**config.mk**
```make
export PLATFORM = sky130hd
export DESIGN_NAME = proc_top
export DESIGN_NICKNAME = d
export VERILOG_FILES = /design/src/source/proc_pkg.sv /design/src/source/alu.sv /design/src/source/operand_bus.sv /design/src/source/reg_file.sv /design/src/source/acc_unit.sv /design/src/source/addr_regs.sv /design/src/source/control_unit.sv /design/src/source/proc_top.sv
export SDC_FILE = /design/constraint.sdc
export NUM_CORES = 1
export LEC_CHECK = 0
export ABC_AREA = 1
export ABC_CLOCK_PERIOD_IN_PS = 7500
export BUFFER_PORTS_ARGS = -buffer_cell sky130_fd_sc_hd__buf_2
export CELL_PAD_IN_SITES_DETAIL_PLACEMENT = 0
export CELL_PAD_IN_SITES_GLOBAL_PLACEMENT = 1
export CORE_ASPECT_RATIO = 1.1
export CORE_MARGIN = 2
export CORE_UTILIZATION = 47
export DETAILED_ROUTE_END_ITERATION = 8
export GPL_TIMING_DRIVEN = 0
export HOLD_SLACK_MARGIN = 0.06
export PLACE_DENSITY = 0.95
export SLEW_MARGIN = 15
export SYNTH_ARGS = -nofsm -noshare
export SYNTH_HDL_FRONTEND = slang
export SYNTH_HIERARCHICAL = 1
export SYNTH_SLANG_ARGS = --single-unit
```
**constraint.sdc**
```tcl
create_clock -name clk -period 7.5 [get_ports clk]
set_input_delay 0.375 -clock clk [delete_from_list [all_inputs] [get_ports clk]]
set_output_delay 0.375 -clock clk [all_outputs]
set_load 0.02 [all_outputs]
```
**src/source/proc_pkg.sv**
```systemverilog
package proc_pkg;

	// data path and register width
	localparam int data_w = 12;
	// instruction and data memory address width
	localparam int addr_w = 12;
	// full instruction word
	localparam int instr_w = 17;
	// opcode sits in the top bits of the word
	localparam int opcode_w = 5;

	// instruction field positions
	localparam int opcode_msb = instr_w - 1;
	localparam int opcode_lsb = instr_w - opcode_w;
	localparam int operand_msb = opcode_lsb - 1;

	// general registers r1 to r4, picked by low operand bits
	localparam int num_regs = 4;
	localparam int reg_idx_w = 2;

	typedef enum logic [opcode_w-1:0] {
		NOP, LDI, LDA, STA, MOVR,
		ADDR, SUBR, ANDR, ORR, XORR,
		INCA, CLRA, JMP, JZ, HALT
	} opcode_t;

	// one instruction is fetch, decode, exec
	typedef enum logic [1:0] {
		FETCH, DECODE, EXEC, HALTED
	} state_t;

	typedef enum logic [2:0] {
		ALU_ADD, ALU_SUB, ALU_AND, ALU_OR, ALU_XOR, ALU_PASS
	} alu_op_t;

	// register sources must stay first, in index order
	typedef enum logic [2:0] {
		SRC_R1, SRC_R2, SRC_R3, SRC_R4, SRC_AC, SRC_IMM, SRC_DM
	} bus_src_t;

endpackage

```
**src/source/alu.sv**
```systemverilog
`timescale 1ns/1ps

module alu (
	input  logic [proc_pkg::data_w-1:0] a,
	input  logic [proc_pkg::data_w-1:0] b,
	input  proc_pkg::alu_op_t           alu_op,
	output logic [proc_pkg::data_w-1:0] y
);
	import proc_pkg::*;

	// a is the accumulator, b the bus
	always_comb begin
		case (alu_op)
			// carry out dropped
			ALU_ADD: begin
				y = a + b;
			end
			// a minus b, borrow dropped
			ALU_SUB: begin
				y = a - b;
			end
			ALU_AND: begin
				y = a & b;
			end
			ALU_OR: begin
				y = a | b;
			end
			ALU_XOR: begin
				y = a ^ b;
			end
			// pass and any unused code hand b through
			default: begin
				y = b;
			end
		endcase
	end

endmodule

```
**src/source/operand_bus.sv**
```systemverilog
`timescale 1ns/1ps

module operand_bus (
	input  proc_pkg::bus_src_t          bus_sel,
	input  logic [proc_pkg::data_w-1:0] r1,
	input  logic [proc_pkg::data_w-1:0] r2,
	input  logic [proc_pkg::data_w-1:0] r3,
	input  logic [proc_pkg::data_w-1:0] r4,
	input  logic [proc_pkg::data_w-1:0] ac,
	input  logic [proc_pkg::data_w-1:0] imm,
	input  logic [proc_pkg::data_w-1:0] dm_out,
	output logic [proc_pkg::data_w-1:0] bus
);
	import proc_pkg::*;

	// one source at a time, no latency
	always_comb begin
		case (bus_sel)
			SRC_R1:  bus = r1;
			SRC_R2:  bus = r2;
			SRC_R3:  bus = r3;
			SRC_R4:  bus = r4;
			SRC_AC:  bus = ac;
			// operand field of the ir
			SRC_IMM: bus = imm;
			// data memory read at ar
			SRC_DM:  bus = dm_out;
			default: bus = '0;
		endcase
	end

endmodule

```
**src/source/reg_file.sv**
```systemverilog
`timescale 1ns/1ps

module reg_file (
	input  logic                          clk,
	input  logic                          rst_n,
	input  logic [proc_pkg::num_regs-1:0] reg_we,
	input  logic [proc_pkg::data_w-1:0]   bus,
	output logic [proc_pkg::data_w-1:0]   r1,
	output logic [proc_pkg::data_w-1:0]   r2,
	output logic [proc_pkg::data_w-1:0]   r3,
	output logic [proc_pkg::data_w-1:0]   r4
);
	import proc_pkg::*;

	logic [data_w-1:0] regs [num_regs];

	// bit 0 of reg_we is r1
	always_ff @(posedge clk or negedge rst_n) begin
		if (!rst_n) begin
			for (int i = 0; i < num_regs; i++) begin
				regs[i] <= '0;
			end
		end else begin
			for (int i = 0; i < num_regs; i++) begin
				if (reg_we[i]) begin
					regs[i] <= bus;
				end
			end
		end
	end

	assign r1 = regs[0];
	assign r2 = regs[1];
	assign r3 = regs[2];
	assign r4 = regs[3];

endmodule

```
**src/source/acc_unit.sv**
```systemverilog
`timescale 1ns/1ps

module acc_unit (
	input  logic                        clk,
	input  logic                        rst_n,
	input  logic [proc_pkg::data_w-1:0] bus,
	input  logic [proc_pkg::data_w-1:0] alu_out,
	input  logic                        ac_load,
	input  logic                        ac_alu,
	input  logic                        ac_inc,
	input  logic                        ac_clr,
	output logic [proc_pkg::data_w-1:0] ac,
	output logic                        zero
);
	import proc_pkg::*;

	logic [data_w-1:0] ac_next;
	logic ac_we;

	// clear wins, then inc, then alu, then bus
	always_comb begin
		ac_we = ac_clr | ac_inc | ac_alu | ac_load;
		if (ac_clr) begin
			ac_next = '0;
		end else if (ac_inc) begin
			// wraps at 4096
			ac_next = ac + data_w'(1);
		end else if (ac_alu) begin
			ac_next = alu_out;
		end else begin
			ac_next = bus;
		end
	end

	always_ff @(posedge clk or negedge rst_n) begin
		if (!rst_n) begin
			ac <= '0;
			// ac is zero out of reset, so the flag is set
			zero <= 1'b1;
		end else if (ac_we) begin
			ac <= ac_next;
			// flag follows the value being written
			zero <= (ac_next == '0);
		end
	end

endmodule

```
**src/source/addr_regs.sv**
```systemverilog
`timescale 1ns/1ps

module addr_regs (
	input  logic                         clk,
	input  logic                         rst_n,
	input  logic [proc_pkg::instr_w-1:0] im_out,
	input  logic                         ir_load,
	input  logic                         pc_inc,
	input  logic                         pc_load,
	input  logic                         ar_load,
	output logic [proc_pkg::addr_w-1:0]  pc_out,
	output logic [proc_pkg::addr_w-1:0]  ar_out,
	output proc_pkg::opcode_t            opcode,
	output logic [proc_pkg::data_w-1:0]  operand
);
	import proc_pkg::*;

	logic [instr_w-1:0] ir;

	// jump target comes from ar, load beats increment
	always_ff @(posedge clk or negedge rst_n) begin
		if (!rst_n) begin
			pc_out <= '0;
		end else if (pc_load) begin
			pc_out <= ar_out;
		end else if (pc_inc) begin
			pc_out <= pc_out + addr_w'(1);
		end
	end

	// ar latches the operand field during decode
	always_ff @(posedge clk or negedge rst_n) begin
		if (!rst_n) begin
			ar_out <= '0;
		end else if (ar_load) begin
			ar_out <= ir[operand_msb:0];
		end
	end

	// straight from instruction memory
	always_ff @(posedge clk or negedge rst_n) begin
		if (!rst_n) begin
			ir <= '0;
		end else if (ir_load) begin
			ir <= im_out;
		end
	end

	// codes past halt decode as no-ops in control
	assign opcode = opcode_t'(ir[opcode_msb:opcode_lsb]);
	assign operand = ir[operand_msb:0];

endmodule

```
**src/source/control_unit.sv**
```systemverilog
`timescale 1ns/1ps

module control_unit (
	input  logic                             clk,
	input  logic                             rst_n,
	input  proc_pkg::opcode_t                opcode,
	input  logic [proc_pkg::reg_idx_w-1:0]   operand_lo,
	input  logic                             zero,
	output proc_pkg::bus_src_t               bus_sel,
	output proc_pkg::alu_op_t                alu_op,
	output logic [proc_pkg::num_regs-1:0]    reg_we,
	output logic                             ac_load,
	output logic                             ac_alu,
	output logic                             ac_inc,
	output logic                             ac_clr,
	output logic                             ir_load,
	output logic                             pc_inc,
	output logic                             pc_load,
	output logic                             ar_load,
	output logic                             dm_en,
	output logic                             end_process
);
	import proc_pkg::*;

	state_t state;
	state_t state_next;

	// register index from the operand field
	bus_src_t reg_src;
	logic [num_regs-1:0] reg_onehot;

	always_ff @(posedge clk or negedge rst_n) begin
		if (!rst_n) begin
			state <= FETCH;
		end else begin
			state <= state_next;
		end
	end

	// fixed three-cycle sequence, halt is sticky
	always_comb begin
		case (state)
			FETCH:   state_next = DECODE;
			DECODE:  state_next = EXEC;
			EXEC:    state_next = (opcode == HALT) ? HALTED : FETCH;
			default: state_next = HALTED;
		endcase
	end

	// index 0 is r1
	always_comb begin
		reg_onehot = '0;
		reg_onehot[operand_lo] = 1'b1;
		case (operand_lo)
			2'd0:    reg_src = SRC_R1;
			2'd1:    reg_src = SRC_R2;
			2'd2:    reg_src = SRC_R3;
			default: reg_src = SRC_R4;
		endcase
	end

	always_comb begin
		// everything idle unless the state says otherwise
		bus_sel = SRC_AC;
		alu_op = ALU_PASS;
		reg_we = '0;
		ac_load = 1'b0;
		ac_alu = 1'b0;
		ac_inc = 1'b0;
		ac_clr = 1'b0;
		ir_load = 1'b0;
		pc_inc = 1'b0;
		pc_load = 1'b0;
		ar_load = 1'b0;
		dm_en = 1'b0;
		end_process = 1'b0;
		case (state)
			// ir takes im_out, pc moves on
			FETCH: begin
				ir_load = 1'b1;
				pc_inc = 1'b1;
			end
			// ar takes the operand field
			DECODE: begin
				ar_load = 1'b1;
			end
			EXEC: begin
				case (opcode)
					LDI: begin
						bus_sel = SRC_IMM;
						ac_load = 1'b1;
					end
					// dm_out is addressed by ar
					LDA: begin
						bus_sel = SRC_DM;
						ac_load = 1'b1;
					end
					// one write strobe, ac on the bus
					STA: begin
						bus_sel = SRC_AC;
						dm_en = 1'b1;
					end
					// ac copied into the chosen register
					MOVR: begin
						bus_sel = SRC_AC;
						reg_we = reg_onehot;
					end
					ADDR: begin
						bus_sel = reg_src;
						alu_op = ALU_ADD;
						ac_alu = 1'b1;
					end
					SUBR: begin
						bus_sel = reg_src;
						alu_op = ALU_SUB;
						ac_alu = 1'b1;
					end
					ANDR: begin
						bus_sel = reg_src;
						alu_op = ALU_AND;
						ac_alu = 1'b1;
					end
					ORR: begin
						bus_sel = reg_src;
						alu_op = ALU_OR;
						ac_alu = 1'b1;
					end
					XORR: begin
						bus_sel = reg_src;
						alu_op = ALU_XOR;
						ac_alu = 1'b1;
					end
					INCA: ac_inc = 1'b1;
					CLRA: ac_clr = 1'b1;
					// target already sits in ar
					JMP: pc_load = 1'b1;
					JZ: pc_load = zero;
					// nop, halt and unused codes do nothing here
					default: ;
				endcase
			end
			default: end_process = 1'b1;
		endcase
	end

endmodule

```
**src/source/proc_top.sv**
```systemverilog
`timescale 1ns/1ps

module proc_top (
	input  logic                        clk,
	input  logic                        rst_n,
	input  logic [proc_pkg::instr_w-1:0] im_out,
	input  logic [proc_pkg::data_w-1:0]  dm_out,
	output logic [proc_pkg::addr_w-1:0]  pc_out,
	output logic [proc_pkg::addr_w-1:0]  ar_out,
	output logic [proc_pkg::data_w-1:0]  bus_out,
	output logic                        dm_en,
	output logic                        end_process
);
	import proc_pkg::*;

	// control to datapath
	bus_src_t bus_sel;
	alu_op_t alu_op;
	logic [num_regs-1:0] reg_we;
	logic ac_load;
	logic ac_alu;
	logic ac_inc;
	logic ac_clr;
	logic ir_load;
	logic pc_inc;
	logic pc_load;
	logic ar_load;

	// datapath back to control
	opcode_t opcode;
	logic [data_w-1:0] operand;
	logic zero;

	// register and alu values
	logic [data_w-1:0] r1;
	logic [data_w-1:0] r2;
	logic [data_w-1:0] r3;
	logic [data_w-1:0] r4;
	logic [data_w-1:0] ac;
	logic [data_w-1:0] alu_out;

	control_unit u_ctrl (
		.clk(clk), .rst_n(rst_n), .opcode(opcode),
		.operand_lo(operand[reg_idx_w-1:0]), .zero(zero),
		.bus_sel(bus_sel), .alu_op(alu_op), .reg_we(reg_we),
		.ac_load(ac_load), .ac_alu(ac_alu), .ac_inc(ac_inc), .ac_clr(ac_clr),
		.ir_load(ir_load), .pc_inc(pc_inc), .pc_load(pc_load), .ar_load(ar_load),
		.dm_en(dm_en), .end_process(end_process)
	);

	addr_regs u_addr (
		.clk(clk), .rst_n(rst_n), .im_out(im_out),
		.ir_load(ir_load), .pc_inc(pc_inc), .pc_load(pc_load), .ar_load(ar_load),
		.pc_out(pc_out), .ar_out(ar_out), .opcode(opcode), .operand(operand)
	);

	// r1 to r4 written from the bus
	reg_file u_regs (
		.clk(clk), .rst_n(rst_n), .reg_we(reg_we), .bus(bus_out),
		.r1(r1), .r2(r2), .r3(r3), .r4(r4)
	);

	acc_unit u_acc (
		.clk(clk), .rst_n(rst_n), .bus(bus_out), .alu_out(alu_out),
		.ac_load(ac_load), .ac_alu(ac_alu), .ac_inc(ac_inc), .ac_clr(ac_clr),
		.ac(ac), .zero(zero)
	);

	// accumulator against bus
	alu u_alu (.a(ac), .b(bus_out), .alu_op(alu_op), .y(alu_out));

	// operand field doubles as the immediate
	operand_bus u_bus (
		.bus_sel(bus_sel), .r1(r1), .r2(r2), .r3(r3), .r4(r4),
		.ac(ac), .imm(operand), .dm_out(dm_out), .bus(bus_out)
	);

endmodule

```
======== Yosys cells after proc, flatten, opt, wreduce, memory -nomap -nowiden ========
Index checks and enable logic that the tools add are counted.
operators by class
  add/sub/neg operators ................... 4
  magnitude comparators ................... 2
  equality and inequality tests ........... 28
  multiplexer cells ....................... 33
  bitwise logic cells ..................... 6
  reductions and logical operators ........ 10
operators with widths
  operator                 number
  $pmux W12 S7             1
  $mux W12                 5
  $pmux W12 S5             1
  $eq A5 B4 Y1 const B     7
  $add A12 B1 Y12 const B  2
  $eq A5 B3 Y1 const B     4
  $mux W1                  15
  $pmux W3 S5              1
  $add A12 B12 Y12         1
  $and A12 B12 Y12         1
  $eq A3 B2 Y1 const B     4
  $eq A3 B3 Y1 const B     4
  $logic_not A12 Y1        1
  $or A12 B12 Y12          1
  $pmux W2 S3              2
  $sub A12 B12 Y12         1
  $xor A12 B12 Y12         1
  $eq A5 B2 Y1 const B     2
  $pmux W3 S3              1
  $mux W4                  2
  $eq A3 B1 Y1 const B     2
  $logic_not A3 Y1         2
  $mux W3                  2
  $eq A5 B1 Y1 const B     1
  other kinds (14)         19
word-level totals
  register bits ........................... 104
  output and inout bits ................... 38
  word-level logic and storage cells ...... 93

======== Depth between registers and ports, before layout ========
Gate-level depths: netlist of the first run.
  word-level depth ........................ 12
  gate-level depth with buffers ........... 38
  gate-level depth less buffers ........... 36

======== Hierarchy ========
The synthesis of the first run kept the hierarchy.
by module, submodules not included
  module        times used  cells each  area each (sq um)
  reg_file      1           204         1,831.8
  addr_regs     1           200         1,811.7
  alu           1           296         1,671.6
  acc_unit      1           190         1,124.8
  operand_bus   1           195         919.6
  control_unit  1           66          364.1

======== Least setup slack after synthesis of the first run ========
No wires, ideal clock.
  path type ............................... reg-to-reg
  from .................................... reg u_addr.ir[16]
  to ...................................... reg u_acc.zero
  arrival ................................. 4.247 ns
  data required time ...................... 7.440 ns
  setup slack ............................. 3.192 ns
  stages on the path, launching flop included .. 31
  path buffers ............................ 2
  cells stage by stage .................... dfrtp_1 nor2_2 nand3_1 nand2_2 nand3_1 nand2_1 buf_2 buf_1 nand4_1 nand2_1 nor2_1 nand2_1 inv_1 ha_1 or2_2 xor2_1 ha_1 nand2_1 nand2_1 nor2_2 o21ai_1 or2_2 nand3_1 a22oi_1 a21oi_1 a21oi_1 nand2_1 nand2_1 nor2_1 nand3_1 nand2_1
between the ends
  word-level cells in the longest chain between the ends .. 12
  elaborated cells between the ends (all ways) .. 49
  those cells by class .................... add/sub: 2; eq/ne: 19; mux: 17; bitwise: 6; reduce/logical: 5
RTL lines
  element                                               RTL line              text
  start, declared                                       addr_regs.sv:18       logic [instr_w-1:0] ir;
  start signal, assigned                                addr_regs.sv:45       ir <= im_out;
  $eq A5 B3 Y1 or $eq A5 B4 Y1 (tied branches)          control_unit.sv:88    case (opcode)
  $reduce_or A5 Y1 (no line)                            --
  $pmux W3 S3 (*)                                       control_unit.sv:88
  $mux W3 (*)                                           control_unit.sv:77    case (state)
  via bus_sel[0]                                        proc_top.sv:17        bus_src_t bus_sel;
  $eq A3 B3 Y1 (tied with other cells)                  operand_bus.sv:18     case (bus_sel)
  $pmux W12 S7 (*)                                      operand_bus.sv:18
  via bus_out (one bit)                                 proc_top.sv:10        output logic [proc_pkg::data_w-1:0] bus_out,
  $sub A12 B12 Y12 or $add A12 B12 Y12 (tied branches)  alu.sv:20, alu.sv:16
  $pmux W12 S5 (*)                                      alu.sv:13             case (alu_op)
  via alu_out[5]                                        proc_top.sv:40        logic [data_w-1:0] alu_out;
  $mux W12 (*)                                          acc_unit.sv:28        end else if (ac_alu) begin
  $mux W12 (*)                                          acc_unit.sv:25        end else if (ac_inc) begin
  $mux W12 (*)                                          acc_unit.sv:23        if (ac_clr) begin
  $logic_not A12 Y1 (*)                                 acc_unit.sv:43        zero <= (ac_next == '0);
  end signal, assigned                                  acc_unit.sv:43
  end, declared                                         acc_unit.sv:13        output logic zero
Mark *: on every way through the listed nets, which the timed path passes. The rest lies on a longest branch.
A chain may end at the register's enable or synchronous reset.

======== Worst setup path after layout of the first run ========
  from .................................... reg u_addr.ir[16]
  to ...................................... reg u_acc.zero
between the ends
  word-level cells in the longest chain between the ends .. 12
  elaborated cells between the ends (all ways) .. 49
  those cells by class .................... add/sub: 2; eq/ne: 19; mux: 17; bitwise: 6; reduce/logical: 5
RTL lines
  element                                       RTL line            text
  $eq A5 B3 Y1 or $eq A5 B4 Y1 (tied branches)  control_unit.sv:88
  $reduce_or A5 Y1 (no line)                    --
  $pmux W3 S3 (*)                               control_unit.sv:88
  $mux W3 (*)                                   control_unit.sv:77
  via bus_sel[1]                                proc_top.sv:17
  $eq A3 B3 Y1 (tied with other cells)          operand_bus.sv:18
  $pmux W12 S7 (*)                              operand_bus.sv:18
  $sub A12 B12 Y12 (tied with other cells)      alu.sv:20           y = a - b;
  $pmux W12 S5 (*)                              alu.sv:13
  via alu_out[9]                                proc_top.sv:40
  $mux W12 (*)                                  acc_unit.sv:28
  $mux W12 (*)                                  acc_unit.sv:25
  $mux W12 (*)                                  acc_unit.sv:23
  $logic_not A12 Y1 (*)                         acc_unit.sv:43
Marked as above.

==> tab_implementation.tex, run 1 <==
\begin{tabular}{lr}
\hline
Metric & Value \\
\hline
\multicolumn{2}{l}{\textbf{Critical path}} \\
Cell at the slowest stage of the critical path & sky130\_fd\_sc\_hd\_\_dfrtp\_1 \\
Setup crit end kind & register \\
Maximum net fanout on the critical path & 10 \\
Critical Path Most Common Cell & sky130\_fd\_sc\_hd\_\_nand3\_1 \\
Worst path arrival time & 5.62 ns \\
Delay of the slowest cell on the worst path & 0.44 ns \\
CP required & 7.79 ns \\
CP Launch Type & register \\
Worst Setup Path Type & register to register \\
\multicolumn{2}{l}{\textbf{Global route}} \\
GRT Total Usage & 25.6\% \\
Maximum number of pins on one net before global-route repair & 60 \\
Vias in the first global route & 7207 \\
Antenna violations before repair & 0 \\
Global-route wire length before repair & 36.3 mm \\
Total congestion overflow & 0 \\
\multicolumn{2}{l}{\textbf{Detailed routing}} \\
Router iterations before antenna repair & 7 \\
Initial DRC Count & 590 \\
Detailed-route via count & 7639 \\
Vias per Instance & 5.30 \\
Detailed-route wire length & 22.0 mm \\
Number of routed nets with antenna violations & 0 \\
Routed length per instance & 15.3 um \\
DRC & 0 \\
\multicolumn{2}{l}{\textbf{Floorplan}} \\
Die footprint & 17500 um2 \\
Starting density of the core & 47.5\% \\
Cell Rows & 49 \\
I/O pin cnt & 69 \\
Core footprint & 16200 um2 \\
Die X-Extent & 126 um \\
Vertical die dimension & 138 um \\
\multicolumn{2}{l}{\textbf{STA}} \\
Aggregate negative setup slack & 0 ns \\
Final Hold Violating Endpoints & 0 \\
Worst slew margin relative to its limit & 47.6\% \\
Setup repair after global routing missed its margin & false \\
Fmax achieved & 187 MHz \\
Clock period minus final worst setup slack & 5.34 ns \\
Final count of pins violating max slew & 0 \\
Worst Skew & 0.0113 ns \\
Final setup violation count & 0 \\
Tcrit/Tclk final & 71.1\% \\
Slew at the pin closest to its max-slew limit & 0.781 ns \\
\multicolumn{2}{l}{\textbf{Synthesis}} \\
Synth top area cells & sky130\_fd\_sc\_hd\_\_dfrtp\_1, sky130\_fd\_sc\_hd\_\_nand2\_1, sky130\_fd\_sc\_hd\_\_ha\_1, sky130\_fd\_sc\_hd\_\_nand3\_1, sky130\_fd\_sc\_hd\_\_inv\_1 \\
Count of synthesis-stage warnings from yosys & 6 \\
Dominant register cell in the synthesized netlist & sky130\_fd\_sc\_hd\_\_dfrtp\_1 \\
Number of enable-type register cells in the synthesized netlist & 0 \\
Register bit total from synthesis & 104 \\
Share of Yosys cell area claimed by the top area cell type & 33.4\% \\
Average size of a mapped cell & 6.71 um2 \\
Seq/Total Area, Yosys & 33.7\% \\
Synth Instances & 1151 \\
Biggest area consumer among synthesized cells & sky130\_fd\_sc\_hd\_\_dfrtp\_1 \\
Most repeated cell in the gate-level netlist after synthesis & sky130\_fd\_sc\_hd\_\_nand2\_1 \\
Async set-or-reset flop fraction in the synthesized netlist & 100\% \\
Post-Synthesis Net Count & 1222 \\
Area of the mapped netlist & 7720 um2 \\
Number of distinct library cells after synthesis & 42 \\
Most common library cells after synthesis & sky130\_fd\_sc\_hd\_\_nand2\_1, sky130\_fd\_sc\_hd\_\_inv\_1, sky130\_fd\_sc\_hd\_\_nor2\_1 \\
\multicolumn{2}{l}{\textbf{Power}} \\
Leakage & 4.53 nW \\
Pwr/cell area & 474 nW/um2 \\
Peak VDD IR & 0.000260 V \\
\multicolumn{2}{l}{\textbf{Placed design}} \\
HPWL Detailed & 16.6 mm \\
PortBufs & 68 \\
Final estimated routing congestion in global placement & 0.875 \\
Placed cell area & 8350 um2 \\
\multicolumn{2}{l}{\textbf{Clocking}} \\
Post-cts sizing count & 0 \\
Clk Tree Root Cell & sky130\_fd\_sc\_hd\_\_clkbuf\_16 \\
Clk sink count & 104 \\
Reg clk slew, reported paths & 0.07 ns \\
Buffer levels on the longest clock path & 2 \\
Number of buffers added for setup after CTS & 0 \\
Clock network latency to the later pin of the worst-skew pair & 0.36 ns \\
H-tree level count & 3 \\
CTS Hold Buffers Added & 1 \\
TritonCTS Buffers & 9 \\
Clock tree from TritonCTS & done \\
\multicolumn{2}{l}{\textbf{Final layout}} \\
Fin nets & 1303 \\
Post-route cell area & 8680 um2 \\
Synth-to-Final Area Change & 12.3\% \\
Count of inserted antenna diode cells & 0 \\
Fraction of final layout cells with drive strength greater than 1 & 14.6\% \\
\multicolumn{2}{l}{\textbf{Worst hold path}} \\
Hold WC Path Type & input port to register \\
\multicolumn{2}{l}{\textbf{Flow run}} \\
Max-cap violations & 0 \\
\multicolumn{2}{l}{\textbf{Run status}} \\
Run status & complete, no violations \\
\hline
\end{tabular}
placed cells by master (no fill, tap or decap), types with 3 or more instances in the layout:
cell / count
sky130_fd_sc_hd__nand2_1: 394
sky130_fd_sc_hd__inv_1: 112
sky130_fd_sc_hd__nor2_1: 111
sky130_fd_sc_hd__dfrtp_1: 103
sky130_fd_sc_hd__buf_2: 91
sky130_fd_sc_hd__nand3_1: 87
sky130_fd_sc_hd__nand4_1: 57
sky130_fd_sc_hd__o21ai_0: 46
sky130_fd_sc_hd__a21oi_1: 40
sky130_fd_sc_hd__ha_1: 39
sky130_fd_sc_hd__inv_2: 17
sky130_fd_sc_hd__buf_4: 13
sky130_fd_sc_hd__xor2_1: 12
sky130_fd_sc_hd__a22oi_1: 10
sky130_fd_sc_hd__clkbuf_16: 9
sky130_fd_sc_hd__nand2_2: 9
sky130_fd_sc_hd__nor2_2: 8
sky130_fd_sc_hd__nor3_1: 8
sky130_fd_sc_hd__buf_6: 7
sky130_fd_sc_hd__o21ai_1: 6
sky130_fd_sc_hd__nor2_4: 5
sky130_fd_sc_hd__clkbuf_1: 5
sky130_fd_sc_hd__nand3b_1: 5
sky130_fd_sc_hd__mux2_2: 5
sky130_fd_sc_hd__a211oi_1: 4
sky130_fd_sc_hd__nand3_2: 3
through the flow:
stage	setup slack [ns]	power [mW]	instances	utilization, %	hold slack [ns]
global placement	2.28	3.54	1423	51.2	0.453
floorplan	3.19	2.87	1151	-	0.0794
detailed placement	2.24	3.60	1424	51.4	0.342
CTS	2.22	4.12	1441	53.4	0.211
global route	1.58	4.55	1441	53.4	0.217
finish	2.16	4.11	1441	53.4	0.226
sequential cells by signal, summed over array words and instances (netlist names), 2 cells and up:
| register | count |
|---|---|
| u_acc/ac | 12 |
| u_addr/ar_out | 12 |
| u_addr/ir | 17 |
| u_addr/pc_out | 12 |
| u_ctrl/state | 2 |
| u_regs/r1 | 12 |
| u_regs/r2 | 12 |
| u_regs/r3 | 12 |
| u_regs/r4 | 12 |
cells by family (layout without fill, tap and decap cells):
logic type / after synthesis / in the layout / share of synthesized area (%)
adder cells (fa/ha/maj): 40 / 40 / 6.58
XOR/XNOR: 12 / 12 / 1.36
AO/OA/AOI/OAI: 118 / 118 / 8.54
flip-flops: 104 / 104 / 33.7
multiplexers: 5 / 5 / 0.729
AND/OR/NAND/NOR: 691 / 691 / 38.7
buffers and inverters: 181 / 267 / 10.4
layout make-up:
cell class              count  area [um2]
plain buffers              49         308
clock buffers              10         239
clock inverters             6        73.8
fillers                  1626        7570
inverters                 132         497
multi-input cells         866        4320
flip-flops and latches    104        2600
well taps                 204         255
repair buffers             70         384
worst paths after layout:
| check | startpoint | cells past startpoint | slack [ns] | to |
|---|---|---|---|---|
| worst max-delay path | u_addr/ir[16] | 34 | 2.16 | u_acc/zero |
| worst min-delay path | im_out[4] | 3 | 0.23 | u_addr/ir[4] |
| worst max register to register | u_addr/ir[16] | 34 | 2.16 | u_acc/zero |
| worst min register to register | u_acc/zero | 2 | 0.47 | u_acc/zero |
| max in group asynchronous | rst_n | 3 | 6.29 | u_acc/zero |
| min in group asynchronous | rst_n | 2 | 0.51 | u_regs/r3[4] |
power breakdown:
group	leakage [nW]	internal [mW]	switching, mW	total, mW
Sequential	1.13	0.781	0.268	1.05
Clock	0.153	0.273	0.223	0.496
Combinational	3.25	0.856	1.71	2.57
Total	4.53	1.91	2.20	4.11
metal layers:
metal | GRT usage, % | routed length (um) | vias to the layer above | share of wire [%]
met5 | 0 | 0 | - | 0
met4 | 10.5 | 782 | 0 | 3.5
met3 | 4.91 | 1240 | 52 | 5.6
met2 | 40.4 | 10100 | 207 | 46
met1 | 34.7 | 9920 | 3510 | 45
li1 | - | - | 3870 | -
worst max-delay path: cells and delay by family, from the launching register on:
kind | cells | cell delay [ns]
buf+inv | 6 | 0.84
compound gates | 4 | 0.71
flops | 1 | 0.44
fa+ha+maj | 2 | 0.53
xor+xnor | 1 | 0.15
simple gates | 21 | 2.57
Power figures use the tool's default switching activity.
==> run 2, diff against run 1 <==
Settings changed: ABC_CLOCK_PERIOD_IN_PS 7500 to 5400, CORE_UTILIZATION 47 to 44, PLACE_DENSITY 0.95 to 0.92.
Clock period 7.5 ns to 5.4 ns, I/O delays scaled along.
==> tab_implementation.tex, run 2 (synthesis gave the netlist of run 1 again) <==
\begin{tabular}{lr}
\hline
Metric & Value \\
\hline
\multicolumn{2}{l}{\textbf{Detailed routing}} \\
Initial DRC Count & 735 (+25\%) \\
Vias per Instance & 5.26 (-0.80\%) \\
Router iterations before antenna repair & 5 (-2) \\
Routed length per instance & 15.5 um (+1.2\%) \\
DRC & 0 (unchanged) \\
Detailed-route via count & 7757 (+1.5\%) \\
Number of routed nets with antenna violations & 0 (unchanged) \\
Detailed-route wire length & 22.8 mm (+3.6\%) \\
\multicolumn{2}{l}{\textbf{Clocking}} \\
Clk Tree Root Cell & sky130\_fd\_sc\_hd\_\_clkbuf\_16 \\
Buffer levels on the longest clock path & 2 (unchanged) \\
H-tree level count & 3 (unchanged) \\
Clock tree from TritonCTS & done \\
Reg clk slew, reported paths & 0.08 ns (about the same) \\
Clk sink count & 104 (unchanged) \\
TritonCTS Buffers & 9 (unchanged) \\
Clock network latency to the later pin of the worst-skew pair & 0.35 ns (about the same) \\
\multicolumn{2}{l}{\textbf{STA}} \\
Worst Skew & 0.0108 ns (-0.000489 ns) \\
Tcrit/Tclk final & 92.8\% (+22 points) \\
Clock period minus final worst setup slack & 5.01 ns (-0.325 ns) \\
Worst hold margin & 0.119 ns (-0.107 ns) \\
Fmax achieved & 200 MHz (+6.5\%) \\
Aggregate negative setup slack & 0 ns (unchanged) \\
Slew at the pin closest to its max-slew limit & 0.824 ns (+0.0432 ns) \\
Worst slew margin relative to its limit & 44.7\% (-2.9 points) \\
Final count of pins violating max slew & 0 (unchanged) \\
Final setup violation count & 0 (unchanged) \\
Final Hold Violating Endpoints & 0 (unchanged) \\
\multicolumn{2}{l}{\textbf{Floorplan}} \\
Die footprint & 18600 um2 (+6.6\%) \\
Core footprint & 17100 um2 (+5.1\%) \\
Vertical die dimension & 143 um (+3.3\%) \\
Starting density of the core & 45.2\% (-2.3 points) \\
Cell Rows & 50 (+2.0\%) \\
Die X-Extent & 130 um (+3.2\%) \\
I/O pin cnt & 69 (unchanged) \\
\multicolumn{2}{l}{\textbf{Final layout}} \\
\# fillers & 1714 (+5.4\%) \\
Register with the most flip-flops & u\_addr/ir \\
Most frequent cells in the layout & sky130\_fd\_sc\_hd\_\_nand2\_1, sky130\_fd\_sc\_hd\_\_inv\_1, sky130\_fd\_sc\_hd\_\_nor2\_1, sky130\_fd\_sc\_hd\_\_dfrtp\_1, sky130\_fd\_sc\_hd\_\_buf\_2 \\
Post-route cell area & 8780 um2 (+1.2\%) \\
Fraction of final layout cells with drive strength greater than 1 & 15.6\% (+0.93 points) \\
Sequential cell area & 2600 um2 (unchanged) \\
Leading cell type in the layout, fill and taps excluded & sky130\_fd\_sc\_hd\_\_nand2\_1 \\
Multi-input gate area & 4350 um2 (+0.72\%) \\
Largest register FFs & 17 (unchanged) \\
Fraction of the core area covered by cells at the end of the flow & 51.4\% (-2.0 points) \\
Fin nets & 1306 (+0.23\%) \\
Synth-to-Final Area Change & 13.7\% \\
\multicolumn{2}{l}{\textbf{Critical path}} \\
CP required & 5.68 ns (-2.11 ns) \\
Cell at the slowest stage of the critical path & sky130\_fd\_sc\_hd\_\_dfrtp\_1 \\
Slack of the worst reg-to-reg path & 0.39 ns (-1.77 ns) \\
Buffers plus inverters on the worst setup path & 6 (unchanged) \\
Critical Path Most Common Cell & sky130\_fd\_sc\_hd\_\_nand2\_1 \\
Worst Setup Path Type & register to register \\
Delay of the slowest cell on the worst path & 0.45 ns (about the same) \\
Maximum net fanout on the critical path & 10 (unchanged) \\
Setup crit end kind & register \\
Worst path arrival time & 5.29 ns (-0.33 ns) \\
Kind of cell with the highest combined delay on the critical path & simple AND/OR/NAND/NOR gates \\
CP Launch Type & register \\
\multicolumn{2}{l}{\textbf{Placed design}} \\
Final estimated routing congestion in global placement & 0.896 (+2.5\%) \\
HPWL Detailed & 16.9 mm (+2.2\%) \\
Placed cell area & 8390 um2 (+0.45\%) \\
PortBufs & 68 (unchanged) \\
\multicolumn{2}{l}{\textbf{Global route}} \\
Maximum number of pins on one net before global-route repair & 85 (+42\%) \\
Antenna violations before repair & 2 (+2) \\
Total congestion overflow & 0 (unchanged) \\
GRT Total Usage & 25.2\% (-0.42 points) \\
Vias in the first global route & 7127 (-1.1\%) \\
Global-route wire length before repair & 36.7 mm (+1.2\%) \\
\multicolumn{2}{l}{\textbf{Power}} \\
Pwr/cell area & 661 nW/um2 (+39\%) \\
Peak VDD IR & 0.000330 V (+27\%) \\
Leakage & 4.56 nW (+0.51\%) \\
\multicolumn{2}{l}{\textbf{Worst hold path}} \\
Hold WC Path Type & input port to register \\
\multicolumn{2}{l}{\textbf{Run status}} \\
Run status & complete, no violations \\
\multicolumn{2}{l}{\textbf{Flow run}} \\
Max-cap violations & 0 (unchanged) \\
\hline
\end{tabular}
-- run 2: area by class of cell --
type                            instances  share of cell area [%]
Multi-Input combinational cell        866                    49.5
Sequential cell                       104                    29.7
Inverter                              132                    5.66
Timing Repair Buffer                   73                    4.63
Buffer                                 49                    3.58
Tap cell                              234                    3.33
Clock buffer                           10                    2.72
Clock inverter                          6                   0.884
Antenna cell                            1                  0.0285
-- run 2: tightest hold or removal path, stage by stage --
cell and delay, ns:
sky130_fd_sc_hd__buf_2 0.07, sky130_fd_sc_hd__nand2_1 0.04, sky130_fd_sc_hd__o21ai_0 0.06
-- run 2: metrics by stage --
| stage | cells | setup slack, ns | power [mW] |
|---|---|---|---|
| floorplan | 1151 | 1.09 | 3.98 |
| global placement | 1453 | 0.210 | 4.95 |
| detailed placement | 1454 | 0.186 | 5.02 |
| CTS | 1471 | 0.140 | 5.73 |
| global route | 1475 | -0.0219 | 6.38 |
| finish | 1475 | 0.389 | 5.80 |
-- run 2: timing repair --
item,in CTS,in global routing
setup buffers,0,3
endpoints found under the setup margin,0,8
hold endpoints to repair,20,0
hold buffers,1,0
gates resized for setup,0,13
-- run 2: final timing paths --
| path | startpoint | endpoint | cells after the start |
|---|---|---|---|
| min in group asynchronous | rst_n | u_regs/r3[5] | 2 |
| min reg2reg | u_acc/zero | u_acc/zero | 2 |
| max reg2reg | u_addr/ir[16] | u_acc/zero | 35 |
| max in group asynchronous | rst_n | u_acc/zero | 3 |
| max | u_addr/ir[16] | u_acc/zero | 35 |
| min | im_out[8] | u_addr/ir[8] | 3 |
-- run 2: layer usage --
layer | track usage (%) | part of all wire, % | up-vias | wire length (um)
met4 | 7.64 | 2.4 | 0 | 537
met3 | 4.12 | 6.1 | 35 | 1390
li1 | - | - | 3874 | -
met2 | 39.6 | 46 | 246 | 10600
met5 | 0 | 0 | - | 0
met1 | 35.7 | 45 | 3602 | 10400
-- run 2: power by group --
part | switching (mW) | internal [mW] | total [mW]
sequential | 0.376 | 1.09 | 1.46
clock | 0.308 | 0.379 | 0.687
combinational | 2.43 | 1.22 | 3.66
==> run 3, diff against run 2 <==
Settings changed: CORE_MARGIN 2 to 4.
==> tab_implementation.tex, run 3 (synthesis gave the netlist of run 1 again) <==
\begin{tabular}{lr}
\hline
Metric & Value \\
\hline
\multicolumn{2}{l}{\textbf{Critical path}} \\
Worst reg2reg startpoint & u\_addr/ir[16] \\
Setup crit end kind & register \\
Buffers plus inverters on the worst setup path & 6 (unchanged) \\
Delay of the slowest cell on the worst path & 0.44 ns (about the same) \\
CP required & 5.69 ns (about the same) \\
Worst-case reg-to-reg path depth & 34 (-2.9\%) \\
CP Launch Type & register \\
Maximum net fanout on the critical path & 10 (unchanged) \\
Worst Setup Path Type & register to register \\
Cell at the slowest stage of the critical path & sky130\_fd\_sc\_hd\_\_dfrtp\_1 \\
Kind of cell with the highest combined delay on the critical path & simple AND/OR/NAND/NOR gates \\
Endpoint of the worst-slack reg-to-reg timing path & u\_acc/zero \\
Slack of the worst reg-to-reg path & 0.48 ns (+0.09 ns) \\
Critical Path Most Common Cell & sky130\_fd\_sc\_hd\_\_nand3\_1 \\
Worst path arrival time & 5.21 ns (-0.08 ns) \\
\multicolumn{2}{l}{\textbf{Detailed routing}} \\
Detailed-route wire length & 22.2 mm (-2.7\%) \\
Number of routed nets with antenna violations & 0 (unchanged) \\
Vias per Instance & 5.18 (-1.4\%) \\
Detailed-route via count & 7642 (-1.5\%) \\
Initial DRC Count & 509 (-31\%) \\
Routed length per instance & 15.1 um (-2.6\%) \\
Router iterations before antenna repair & 5 (unchanged) \\
DRC & 0 (unchanged) \\
\multicolumn{2}{l}{\textbf{Worst hold path}} \\
Hold WC Path Type & input port to register \\
Worst-case hold path end point & u\_addr/ir[7] \\
Startpoint of the lowest-slack hold path & im\_out[7] \\
Count of cells along the worst hold path & 3 (unchanged) \\
\multicolumn{2}{l}{\textbf{Final layout}} \\
Multi-input gate area & 4340 um2 (-0.14\%) \\
\# fillers & 1827 (+6.6\%) \\
Fin nets & 1306 (unchanged) \\
Fraction of final layout cells with drive strength greater than 1 & 15.4\% (-0.16 points) \\
Count of inserted antenna diode cells & 0 (-1) \\
Largest register FFs & 17 (unchanged) \\
Sequential cell area & 2600 um2 (unchanged) \\
Most frequent cells in the layout & sky130\_fd\_sc\_hd\_\_nand2\_1, sky130\_fd\_sc\_hd\_\_nor2\_1, sky130\_fd\_sc\_hd\_\_inv\_1, sky130\_fd\_sc\_hd\_\_dfrtp\_1, sky130\_fd\_sc\_hd\_\_buf\_2 \\
Leading cell type in the layout, fill and taps excluded & sky130\_fd\_sc\_hd\_\_nand2\_1 \\
Synth-to-Final Area Change & 13.1\% \\
Register with the most flip-flops & u\_addr/ir \\
\multicolumn{2}{l}{\textbf{Floorplan}} \\
I/O pin cnt & 69 (unchanged) \\
Cell Rows & 50 (unchanged) \\
Die footprint & 19700 um2 (+6.0\%) \\
Vertical die dimension & 147 um (+2.8\%) \\
Die X-Extent & 134 um (+3.1\%) \\
Core footprint & 17100 um2 (+0.37\%) \\
Starting density of the core & 45.1\% (-0.17 points) \\
\multicolumn{2}{l}{\textbf{STA}} \\
Worst Skew & 0.0154 ns (+0.00460 ns) \\
Tcrit/Tclk final & 91.1\% (-1.7 points) \\
Slew at the pin closest to its max-slew limit & 0.786 ns (-0.0373 ns) \\
Worst slew margin relative to its limit & 47.2\% (+2.5 points) \\
Final count of pins violating max slew & 0 (unchanged) \\
Post-route worst setup slack & 0.480 ns (+0.0906 ns) \\
Clock period minus final worst setup slack & 4.92 ns (-0.0906 ns) \\
Aggregate negative setup slack & 0 ns (unchanged) \\
Fmax achieved & 203 MHz (+1.8\%) \\
Final Hold Violating Endpoints & 0 (unchanged) \\
Final setup violation count & 0 (unchanged) \\
\multicolumn{2}{l}{\textbf{Placed design}} \\
PortBufs & 68 (unchanged) \\
Worst setup slack before clock tree synthesis & 0.151 ns (-0.0343 ns) \\
Final estimated routing congestion in global placement & 0.890 (-0.67\%) \\
HPWL Detailed & 16.7 mm (-1.4\%) \\
\multicolumn{2}{l}{\textbf{Global route}} \\
GRT Total Usage & 22.6\% (-2.7 points) \\
Total congestion overflow & 0 (unchanged) \\
Global-route wire length before repair & 35.9 mm (-2.3\%) \\
Maximum number of pins on one net before global-route repair & 82 (-3.5\%) \\
Antenna violations before repair & 0 (-2) \\
Vias in the first global route & 7097 (-0.42\%) \\
\multicolumn{2}{l}{\textbf{Run status}} \\
Run status & complete, no violations \\
\multicolumn{2}{l}{\textbf{Clocking}} \\
Reg clk slew, reported paths & 0.08 ns (about the same) \\
Clock network latency to the later pin of the worst-skew pair & 0.36 ns (about the same) \\
Clock tree from TritonCTS & done \\
TritonCTS Buffers & 9 (unchanged) \\
Clk Tree Root Cell & sky130\_fd\_sc\_hd\_\_clkbuf\_16 \\
Clk sink count & 104 (unchanged) \\
H-tree level count & 3 (unchanged) \\
Buffer levels on the longest clock path & 2 (unchanged) \\
\multicolumn{2}{l}{\textbf{Power}} \\
Leakage & 4.54 nW (-0.39\%) \\
Peak VDD IR & 0.000314 V (-5.0\%) \\
Pwr/cell area & 656 nW/um2 (-0.78\%) \\
\multicolumn{2}{l}{\textbf{Flow run}} \\
Max-cap violations & 0 (unchanged) \\
\hline
\end{tabular}
run 3: cell types whose count changed in the layout (fill, tap and decap cells not counted), sizes merged:
cell / previous run / this run
bufinv: 1 / 0
inv: 130 / 132
clkinv: 7 / 6
diode: 1 / 0
run 3: final cells by class:
cell class              instances  area share, %
well taps                     234           3.35
clock buffers                  10           2.62
clock inverters                 6          0.573
inverters                     132           5.69
multi-input cells             866           49.7
plain buffers                  49           3.60
flip-flops and latches        104           29.8
repair buffers                 73           4.66
run 3: what timing repair did:
item	in CTS	in global routing
endpoints found under the setup margin	0	7
gates resized for setup	0	11
hold endpoints to repair	23	0
hold buffers	1	0
setup buffers	0	3
run 3: worst min-delay path: cells and delay by family:
family / cells / cell delay [ns]
AND/OR/NAND/NOR: 1 / 0.04
buffers and inverters: 1 / 0.08
AO/OA/AOI/OAI: 1 / 0.06
run 3: how the worst max path moves through the flow:
stage                       start    endpoint  slack, ns  depth (start not counted)
finish              u_addr/ir[16]  u_acc/zero       0.48                         34
detailed placement  u_addr/ir[16]  u_acc/zero       0.15                         34
global placement    u_addr/ir[16]  u_acc/zero       0.16                         34
CTS                 u_addr/ir[16]  u_acc/zero       0.12                         34
global route        u_addr/ir[16]  u_acc/zero      -0.01                         37
floorplan           u_addr/ir[16]  u_acc/zero       1.09                         30
run 3: stage by stage:
step	hold slack [ns]	std cells	utilization (%)	area [um2]	total power [mW]
floorplan	-0.0256	1151	-	7720	3.98
global placement	0.453	1453	48.8	8360	4.93
detailed placement	0.156	1454	48.9	8390	4.99
CTS	0.106	1471	50.6	8680	5.66
global route	0.112	1474	50.9	8730	6.29
finish	0.116	1474	50.9	8730	5.73
run 3: power by group:
group	leakage (nW)	total (mW)	internal, mW	switching [mW]
Sequential	1.13	1.45	1.09	0.369
Combinational	3.27	3.63	1.22	2.40
Clock	0.141	0.648	0.321	0.327
run 3: per-layer routing:
layer	up-vias	GRT usage [%]	wire, um
met5	-	0	0
met4	0	6.01	358
met3	25	2.98	1090
met2	198	37.4	10500
met1	3534	31.2	10200
li1	3885	-	-
